**src/source/lcd_pkg.sv**
```systemverilog
`default_nettype none

package lcd_pkg;

	////////////////////////////////////////
	// Basic types
	////////////////////////////////////////

	typedef logic [7:0]  lcd_byte_t;  // Char code or instruction byte
	typedef logic [15:0] lcd_ticks_t; // Interval length in clk cycles

	// Host command levels, listed from highest priority down
	typedef struct packed {
		logic      reset;      // Function set, 8-bit interface wake up
		logic      set;        // Function set, 8-bit and two lines
		logic      clear;      // Clear display
		logic      off;        // Display off
		logic      on;         // Display on, no cursor
		logic      entry_mode; // Increment, no shift
		logic      cursor;     // Move to DDRAM address
		logic      w_char;     // Write one character
		lcd_byte_t cursor_pos; // DDRAM address for cursor
		lcd_byte_t ascii_char; // Char for w_char
	} lcd_cmd_t;

	// Pins toward the panel
	typedef struct packed {
		logic      rs;   // Low for instruction, high for data
		logic      e;    // Enable strobe
		lcd_byte_t data;
	} lcd_bus_t;

	// Sequencer states
	typedef enum logic [2:0] {
		ST_IDLE  = 3'd0, // Waiting for a command level
		ST_SETUP = 3'd1, // rs and data settle before e
		ST_PULSE = 3'd2, // e high
		ST_HOLD  = 3'd3, // Data held after e falls
		ST_EXEC  = 3'd4  // Panel executes the instruction
	} lcd_state_t;

	////////////////////////////////////////
	// Instruction codes
	////////////////////////////////////////

	localparam lcd_byte_t INS_FUNC_RESET = 8'h30; // 8-bit bus, sent on wake up
	localparam lcd_byte_t INS_FUNC_SET   = 8'h38; // 8-bit bus, two lines, 5x8 font
	localparam lcd_byte_t INS_CLEAR      = 8'h01;
	localparam lcd_byte_t INS_DISP_OFF   = 8'h08;
	localparam lcd_byte_t INS_DISP_ON    = 8'h0C; // Cursor and blink off
	localparam lcd_byte_t INS_ENTRY      = 8'h06; // Address increments
	localparam lcd_byte_t INS_DDRAM      = 8'h80; // OR the address in

	////////////////////////////////////////
	// Protocol timing, simulation sized
	////////////////////////////////////////

	localparam lcd_ticks_t T_SETUP     = 16'd2;  // rs/data to e rise
	localparam lcd_ticks_t T_PULSE     = 16'd4;  // e high width
	localparam lcd_ticks_t T_HOLD      = 16'd2;  // e fall to end of data
	localparam lcd_ticks_t T_EXEC      = 16'd20; // Most instructions
	localparam lcd_ticks_t T_EXEC_LONG = 16'd80; // Reset and clear

endpackage

`default_nettype wire

```
**src/source/lcd_cmd_decoder.sv**
```systemverilog
`default_nettype none

module lcd_cmd_decoder import lcd_pkg::*; (
	input  logic      clk,
	input  logic      arst_n,
	input  logic      take,      // Accept pulse from FSM
	input  lcd_cmd_t  cmd,
	output logic      any_cmd,   // Some level is high
	output logic      rs_sel,    // 1 for char write
	output logic      long_wait, // Reset or clear was taken
	output lcd_byte_t bus_byte
);

	lcd_byte_t sel_byte;
	logic      sel_rs;
	logic      sel_long;
	lcd_byte_t byte_q;
	logic      rs_q;
	logic      long_q;

	assign any_cmd = cmd.reset | cmd.set | cmd.clear | cmd.off | cmd.on
		| cmd.entry_mode | cmd.cursor | cmd.w_char;

	////////////////////////////////////////
	// Priority encoder
	////////////////////////////////////////

	always_comb begin
		sel_byte = '0;
		sel_rs   = 1'b0;
		sel_long = 1'b0;
		if (cmd.reset) begin
			sel_byte = INS_FUNC_RESET;
			sel_long = 1'b1; // Slow instruction
		end else if (cmd.set) begin
			sel_byte = INS_FUNC_SET;
		end else if (cmd.clear) begin
			sel_byte = INS_CLEAR;
			sel_long = 1'b1; // Panel clears all DDRAM
		end else if (cmd.off) begin
			sel_byte = INS_DISP_OFF;
		end else if (cmd.on) begin
			sel_byte = INS_DISP_ON;
		end else if (cmd.entry_mode) begin
			sel_byte = INS_ENTRY;
		end else if (cmd.cursor) begin
			sel_byte = INS_DDRAM | cmd.cursor_pos; // Address into DDRAM set
		end else if (cmd.w_char) begin
			sel_byte = cmd.ascii_char;
			sel_rs   = 1'b1; // Data register
		end
	end

	// Capture register, frozen for the whole command
	always_ff @(posedge clk or negedge arst_n) begin
		if (!arst_n) begin
			byte_q <= '0;
			rs_q   <= 1'b0;
			long_q <= 1'b0;
		end else if (take) begin
			byte_q <= sel_byte;
			rs_q   <= sel_rs;
			long_q <= sel_long;
		end
	end

	// Bypass in the accept cycle so the bus register loads the new byte
	assign bus_byte  = take ? sel_byte : byte_q;
	assign rs_sel    = take ? sel_rs : rs_q;
	assign long_wait = long_q; // Only read in ST_HOLD

endmodule

`default_nettype wire

```
**src/source/lcd_timer.sv**
```systemverilog
`default_nettype none

module lcd_timer import lcd_pkg::*; (
	input  logic       clk,
	input  logic       arst_n,
	input  logic       load,     // Start a new interval
	input  lcd_ticks_t load_val, // Interval length
	output logic       done      // One cycle at zero
);

	lcd_ticks_t cnt;   // Cycles left minus one
	logic       armed; // Interval running

	always_ff @(posedge clk or negedge arst_n) begin
		if (!arst_n) begin
			cnt   <= '0;
			armed <= 1'b0;
		end else if (load) begin
			cnt   <= load_val - lcd_ticks_t'(1); // Zero falls load_val cycles on
			armed <= 1'b1;
		end else if (armed) begin
			if (cnt == '0) begin
				armed <= 1'b0; // Idle until next load
			end else begin
				cnt <= cnt - lcd_ticks_t'(1);
			end
		end
	end

	// Single pulse, armed drops right after
	assign done = armed && (cnt == '0);

endmodule

`default_nettype wire

```
**src/source/lcd_seq_fsm.sv**
```systemverilog
`default_nettype none

module lcd_seq_fsm import lcd_pkg::*; (
	input  logic       clk,
	input  logic       arst_n,
	input  logic       any_cmd,   // Host wants something
	input  logic       long_wait, // Use the long execution time
	input  logic       done,      // Timer interval over
	output logic       take,      // Decoder capture
	output logic       load,      // Timer load
	output logic       drive_en,  // Bus register loads rs/data
	output logic       e_on,      // e level for the next cycle
	output logic       busy,
	output lcd_ticks_t load_val
);

	lcd_state_t state;
	lcd_state_t state_next;

	////////////////////////////////////////
	// State register
	////////////////////////////////////////

	always_ff @(posedge clk or negedge arst_n) begin
		if (!arst_n) begin
			state <= ST_IDLE;
		end else begin
			state <= state_next;
		end
	end

	////////////////////////////////////////
	// Next state and timer loads
	////////////////////////////////////////

	always_comb begin
		state_next = state;
		take       = 1'b0;
		load       = 1'b0;
		load_val   = '0;
		case (state)
			ST_IDLE: begin
				if (any_cmd) begin
					take       = 1'b1; // Accept edge
					load       = 1'b1;
					load_val   = T_SETUP;
					state_next = ST_SETUP;
				end
			end
			ST_SETUP: begin
				if (done) begin
					load       = 1'b1;
					load_val   = T_PULSE;
					state_next = ST_PULSE;
				end
			end
			ST_PULSE: begin
				if (done) begin
					load       = 1'b1;
					load_val   = T_HOLD;
					state_next = ST_HOLD;
				end
			end
			ST_HOLD: begin
				if (done) begin
					load       = 1'b1;
					load_val   = long_wait ? T_EXEC_LONG : T_EXEC; // Reset and clear are slow
					state_next = ST_EXEC;
				end
			end
			ST_EXEC: begin
				if (done) begin
					state_next = ST_IDLE; // Levels seen again next cycle
				end
			end
			default: begin
				state_next = ST_IDLE; // Unused codes recover
			end
		endcase
	end

	assign drive_en = take; // rs/data change with busy rise

	// e register follows, so e lines up with ST_PULSE
	assign e_on = (state_next == ST_PULSE);

	assign busy = (state != ST_IDLE);

endmodule

`default_nettype wire

```
**src/source/lcd_bus_driver.sv**
```systemverilog
`default_nettype none

module lcd_bus_driver import lcd_pkg::*; (
	input  logic      clk,
	input  logic      arst_n,
	input  logic      drive_en, // Load new rs/data
	input  logic      e_on,     // e level, one cycle early
	input  logic      rs_sel,
	input  lcd_byte_t bus_byte,
	output lcd_bus_t  bus
);

	////////////////////////////////////////
	// Pin registers
	////////////////////////////////////////

	always_ff @(posedge clk or negedge arst_n) begin
		if (!arst_n) begin
			bus <= '0;
		end else begin
			bus.e <= e_on; // Strobe straight from a flop, no decode glitches on the pin
			if (drive_en) begin
				bus.rs   <= rs_sel;   // Held across the whole command
				bus.data <= bus_byte; // and kept until the next one
			end
		end
	end

endmodule

`default_nettype wire

```
**src/source/lcd_ctrl.sv**
```systemverilog
`default_nettype none

module lcd_ctrl import lcd_pkg::*; (
	input  logic      clk,
	input  logic      arst_n,
	input  logic      reset,      // Host command levels
	input  logic      set,
	input  logic      clear,
	input  logic      off,
	input  logic      on,
	input  logic      entry_mode,
	input  logic      cursor,
	input  logic      w_char,
	input  lcd_byte_t cursor_pos, // Used with cursor
	input  lcd_byte_t ascii_char, // Used with w_char
	output logic      rs,
	output logic      e,
	output logic      busy,
	output lcd_byte_t data
);

	lcd_cmd_t   cmd;
	lcd_bus_t   bus;
	lcd_byte_t  bus_byte;
	lcd_ticks_t load_val;
	logic       any_cmd;
	logic       take;
	logic       rs_sel;
	logic       long_wait;
	logic       load;
	logic       done;
	logic       drive_en;
	logic       e_on;

	////////////////////////////////////////
	// Host levels into one command word
	////////////////////////////////////////

	assign cmd = '{
		reset:      reset,
		set:        set,
		clear:      clear,
		off:        off,
		on:         on,
		entry_mode: entry_mode,
		cursor:     cursor,
		w_char:     w_char,
		cursor_pos: cursor_pos,
		ascii_char: ascii_char
	};

	lcd_cmd_decoder lcd_cmd_decoder_i (
		.clk       (clk),
		.arst_n    (arst_n),
		.take      (take),
		.cmd       (cmd),
		.any_cmd   (any_cmd),
		.rs_sel    (rs_sel),
		.long_wait (long_wait),
		.bus_byte  (bus_byte)
	);

	lcd_seq_fsm lcd_seq_fsm_i (
		.clk       (clk),
		.arst_n    (arst_n),
		.any_cmd   (any_cmd),
		.long_wait (long_wait),
		.done      (done),
		.take      (take),
		.load      (load),
		.drive_en  (drive_en),
		.e_on      (e_on),
		.busy      (busy),
		.load_val  (load_val)
	);

	lcd_timer lcd_timer_i (
		.clk      (clk),
		.arst_n   (arst_n),
		.load     (load),
		.load_val (load_val),
		.done     (done)
	);

	lcd_bus_driver lcd_bus_driver_i (
		.clk      (clk),
		.arst_n   (arst_n),
		.drive_en (drive_en),
		.e_on     (e_on),
		.rs_sel   (rs_sel),
		.bus_byte (bus_byte),
		.bus      (bus)
	);

	// Panel pins
	assign rs   = bus.rs;
	assign e    = bus.e;
	assign data = bus.data;

endmodule

`default_nettype wire

```
**config.mk**
```make
export PLATFORM = sky130hd
export DESIGN_NAME = lcd_ctrl
export DESIGN_NICKNAME = d
export VERILOG_FILES = /design/src/source/lcd_pkg.sv /design/src/source/lcd_cmd_decoder.sv /design/src/source/lcd_timer.sv /design/src/source/lcd_seq_fsm.sv /design/src/source/lcd_bus_driver.sv /design/src/source/lcd_ctrl.sv
export SDC_FILE = /design/constraint.sdc
export NUM_CORES = 1
export LEC_CHECK = 0
export ABC_AREA = 0
export BUFFER_PORTS_ARGS = -buffer_cell sky130_fd_sc_hd__buf_4
export CAP_MARGIN = 5
export CORE_UTILIZATION = 42
export DETAILED_ROUTE_END_ITERATION = 6
export GPL_ROUTABILITY_DRIVEN = 1
export PLACE_DENSITY_LB_ADDON = 0.15
export SYNTH_ARGS = -nofsm -noshare
export SYNTH_HDL_FRONTEND = slang
export SYNTH_HIERARCHICAL = 1
export SYNTH_SLANG_ARGS = --single-unit
```
**constraint.sdc**
```tcl
create_clock -name clk -period 3.7 [get_ports clk]
set_input_delay 0.74 -clock clk [delete_from_list [all_inputs] [get_ports clk]]
set_output_delay 0.74 -clock clk [all_outputs]
set_load 0.02 [all_outputs]
```
==> out/qor.txt <==
top_reg_cell synth: dfrtp_1
TritonCTS buffer count: 5
Power Internal: 0.000797 W
share of cells above drive strength 1: 0.257
Finished Layout Cells: 394
depth of the most critical reg-to-reg path: 11
dpl hpwl: 4260 µm
Worst path max stage delay: 0.43 ns
min Tclk post-route: 3.26 ns
Area after DPL: 0.00301 mm²
WL/cell: 14.6 µm
die area: 0.00671 mm²
RSZ-0062 raised after global routing: false
register area share after synthesis: 0.373
slowest stage cell, crit path: dfrtp_1
initial core utilization: 0.445
first-pass GRT wire length: 9920 µm
routed wire length: 5760 µm
Slew headroom: 0.654
clock root buffer: clkbuf_8
maxcap violations: 0
Final nets: 346
Post-synth EDFFs: 0
peak supply drop: 0.247 mV
Synth cell types: 61
status: completed
die height: 81.9 µm
Synth async-reset ratio: 1.00
Placed Cells: 387
Yosys warning count: 6
switching fraction of total power: 0.334
Fin. Hold Viols: 0
Core Util, Final: 0.514
clock tree sinks: 40
post-synthesis cell count: 278
cell family with most CP delay: simple AND/OR/NAND/NOR gates
DRT iter0 DRCs: 96
initial antenna violation count: 0
Reg clk slew, reported paths: 0.08 ns
CP cell instances: nor4_1 > nand4_1 > nor3_2 > o21ai_0 > a21oi_4 > buf_4 > mux2i_1 > nand3b_1 > nor3_1 > mux2_1 > o211ai_1
# diodes: 0
setup TNS: 0 ns
maximum clock frequency: 307 MHz
GRT overflow: 0
Core Footprint: 0.00603 mm²
largest net degree at the start of global routing: 41
Mean Syn Cell Area: 9.65 µm²
sequential group share of total power: 0.495
worst-path fanout max: 15
Buf/Inv on CP: 1
I/O pin total: 37
Global Route Usage Sum: 0.196
RePlAce Congestion: 0.819
max-slew violations: 0
Area Growth Syn to Fin: 15.5%
Synth Register Bits: 40
WS Path Type: flop to flop
Comb pwr share: 0.278
WP depth: 11
CP required: 3.90 ns
CP Data Arrival Time: 3.46 ns
Pwr Density: 386 mW/mm²
maximum clock path buffer count: 2
design area: 0.00310 mm²
CTS tree: built
post-CTS setup buffer count: 0
worst hold-check path type: input pin to async pin
Slew @ Worst Pin: 0.518 ns
Critical Path End Type: flop
clk_lat worst skew: 0.29 ns
input/output buffers: 35
Pre-antenna DRT Iters: 4
Rows: 28
vias in the first global route: 2,071
via count: 2,133
Leak: 1.34 nW
Die W: 81.9 µm
post-route ant nets: 0
Mapped Area: 0.00268 mm²
Psw: 0.000400 W
Final period util: 0.881
Setup Skew: 0.00864 ns
average via count per standard cell: 5.41
DRC: 0
CP Launch Type: flop
Setup violations, final: 0
Max H-tree Level: 2
Clk pwr share: 0.227
## registers in the layout (all words and copies together) (netlist names)
register / count
lcd_cmd_decoder_i/long_wait: 1
lcd_cmd_decoder_i/rs_q: 1
lcd_bus_driver_i/bus: 10
lcd_seq_fsm_i/state: 3
lcd_timer_i/cnt: 16
lcd_timer_i/armed: 1
lcd_cmd_decoder_i/byte_q: 8
## cells by family after synthesis
group,Yosys count,share of synthesized area
and+or+nand+nor,96,0.217
AOI/OAI and AO/OA,63,0.164
DFF,40,0.373
buffers and inverters,39,0.0881
xor gates and xnor gates,19,0.0620
muxes,19,0.0895
adders and majority gates,1,0.00466
other,1,0.00140
## power groups by stage
stage               registers, W  clock network [W]  logic, W
global placement        0.000602                  0  0.000328
CTS                     0.000594           0.000287  0.000335
global route            0.000607           0.000305  0.000374
floorplan               0.000581                  0  0.000247
finish                  0.000593           0.000272  0.000332
detailed placement      0.000603                  0  0.000332
## synth_stat cells (2+ instances only)
| master | instances | area (µm²) |
|---|---|---|
| or4_1 | 4 | 30.0 |
| o2111ai_1 | 2 | 17.5 |
| mux2_2 | 2 | 22.5 |
| buf_2 | 3 | 15.0 |
| o21ai_1 | 3 | 15.0 |
| o21ai_0 | 3 | 15.0 |
| buf_4 | 13 | 97.6 |
| or4b_1 | 2 | 20.0 |
| o21a_1 | 2 | 15.0 |
| a221oi_1 | 3 | 26.3 |
| nor2_1 | 15 | 56.3 |
| a21o_1 | 3 | 22.5 |
| a211o_1 | 4 | 35.0 |
| nand3b_1 | 3 | 22.5 |
| o22ai_1 | 5 | 31.3 |
| nor4_2 | 3 | 37.5 |
| nor3_1 | 19 | 95.1 |
| mux2i_1 | 6 | 60.1 |
| nor3b_1 | 7 | 52.6 |
| nor4_1 | 7 | 43.8 |
| xnor2_1 | 3 | 26.3 |
| mux2_1 | 2 | 22.5 |
| a31oi_1 | 3 | 18.8 |
| nor3_2 | 2 | 20.0 |
| a21oi_1 | 16 | 80.1 |
| buf_6 | 5 | 56.3 |
| mux2_4 | 9 | 135 |
| dfrtp_1 | 40 | 1000 |
| buf_1 | 2 | 7.51 |
| o211ai_1 | 9 | 67.6 |
| nand4_1 | 3 | 18.8 |
| nor2b_1 | 3 | 18.8 |
| inv_1 | 11 | 41.3 |
| clkbuf_1 | 4 | 15.0 |
| nand2_1 | 12 | 45.0 |
| or3b_1 | 2 | 17.5 |
| xor2_1 | 16 | 140 |
| nand2b_1 | 4 | 25.0 |
## what timing repair did
action | CTS | global route
hold buffers | 0 | 0
gates resized for setup | 0 | 1
setup endpoints to repair | 0 | 1
## stage by stage
step | hold WS (ns) | power [W] | setup WS, ns
floorplan | 0.444 | 0.000828 | 0.0418
global placement | 0.489 | 0.000930 | 0.217
detailed placement | 0.493 | 0.000936 | 0.188
CTS | 0.436 | 0.00122 | 0.324
global route | 0.468 | 0.00129 | 0.0775
finish | 0.418 | 0.00120 | 0.440
## cell usage in the layout (no fill, tap or decap), types with 7 or more instances in the layout
master | Yosys | layout
nor3_1 | 19 | 18
conb_1 | 1 | 12
nor2_1 | 15 | 14
nor4_1 | 7 | 7
o211ai_1 | 9 | 9
nor3b_1 | 7 | 7
dfrtp_1 | 40 | 40
mux2_4 | 9 | 9
buf_4 | 13 | 50
a21oi_1 | 16 | 15
inv_1 | 11 | 11
xor2_1 | 16 | 16
nand2_1 | 12 | 12
## area by class of cell
class	count	area [µm²]
Fill cell	589	2930
Clock inverter	1	5.00
Timing Repair Buffer	50	375
Multi-Input combinational cell	210	1510
Clock buffer	6	72.6
Tap cell	75	93.8
Sequential cell	40	1000
Inverter	12	45.0
## layer usage
| metal | GRT usage | routed length (µm) | share of wire |
|---|---|---|---|
| met5 | 0 | 0 | 0 |
| met4 | 0.0684 | 59 | 0.010 |
| met3 | 0.0333 | 185 | 0.032 |
| met2 | 0.311 | 2690 | 0.47 |
| met1 | 0.268 | 2820 | 0.49 |
## worst paths after layout
kind | start | endpoint | slack, ns
setup / recovery | lcd_timer_i/cnt[6] | lcd_timer_i/cnt[12] | 0.44
hold / removal | arst_n | lcd_bus_driver_i/bus[1] | 0.42
setup reg to reg | lcd_timer_i/cnt[6] | lcd_timer_i/cnt[12] | 0.44
hold reg to reg | lcd_cmd_decoder_i/byte_q[2] | lcd_cmd_decoder_i/byte_q[2] | 0.50
max in group asynchronous | arst_n | lcd_timer_i/cnt[1] | 2.92
min in group clk | lcd_cmd_decoder_i/byte_q[2] | lcd_cmd_decoder_i/byte_q[2] | 0.50
(Power assumes the default switching activity.)
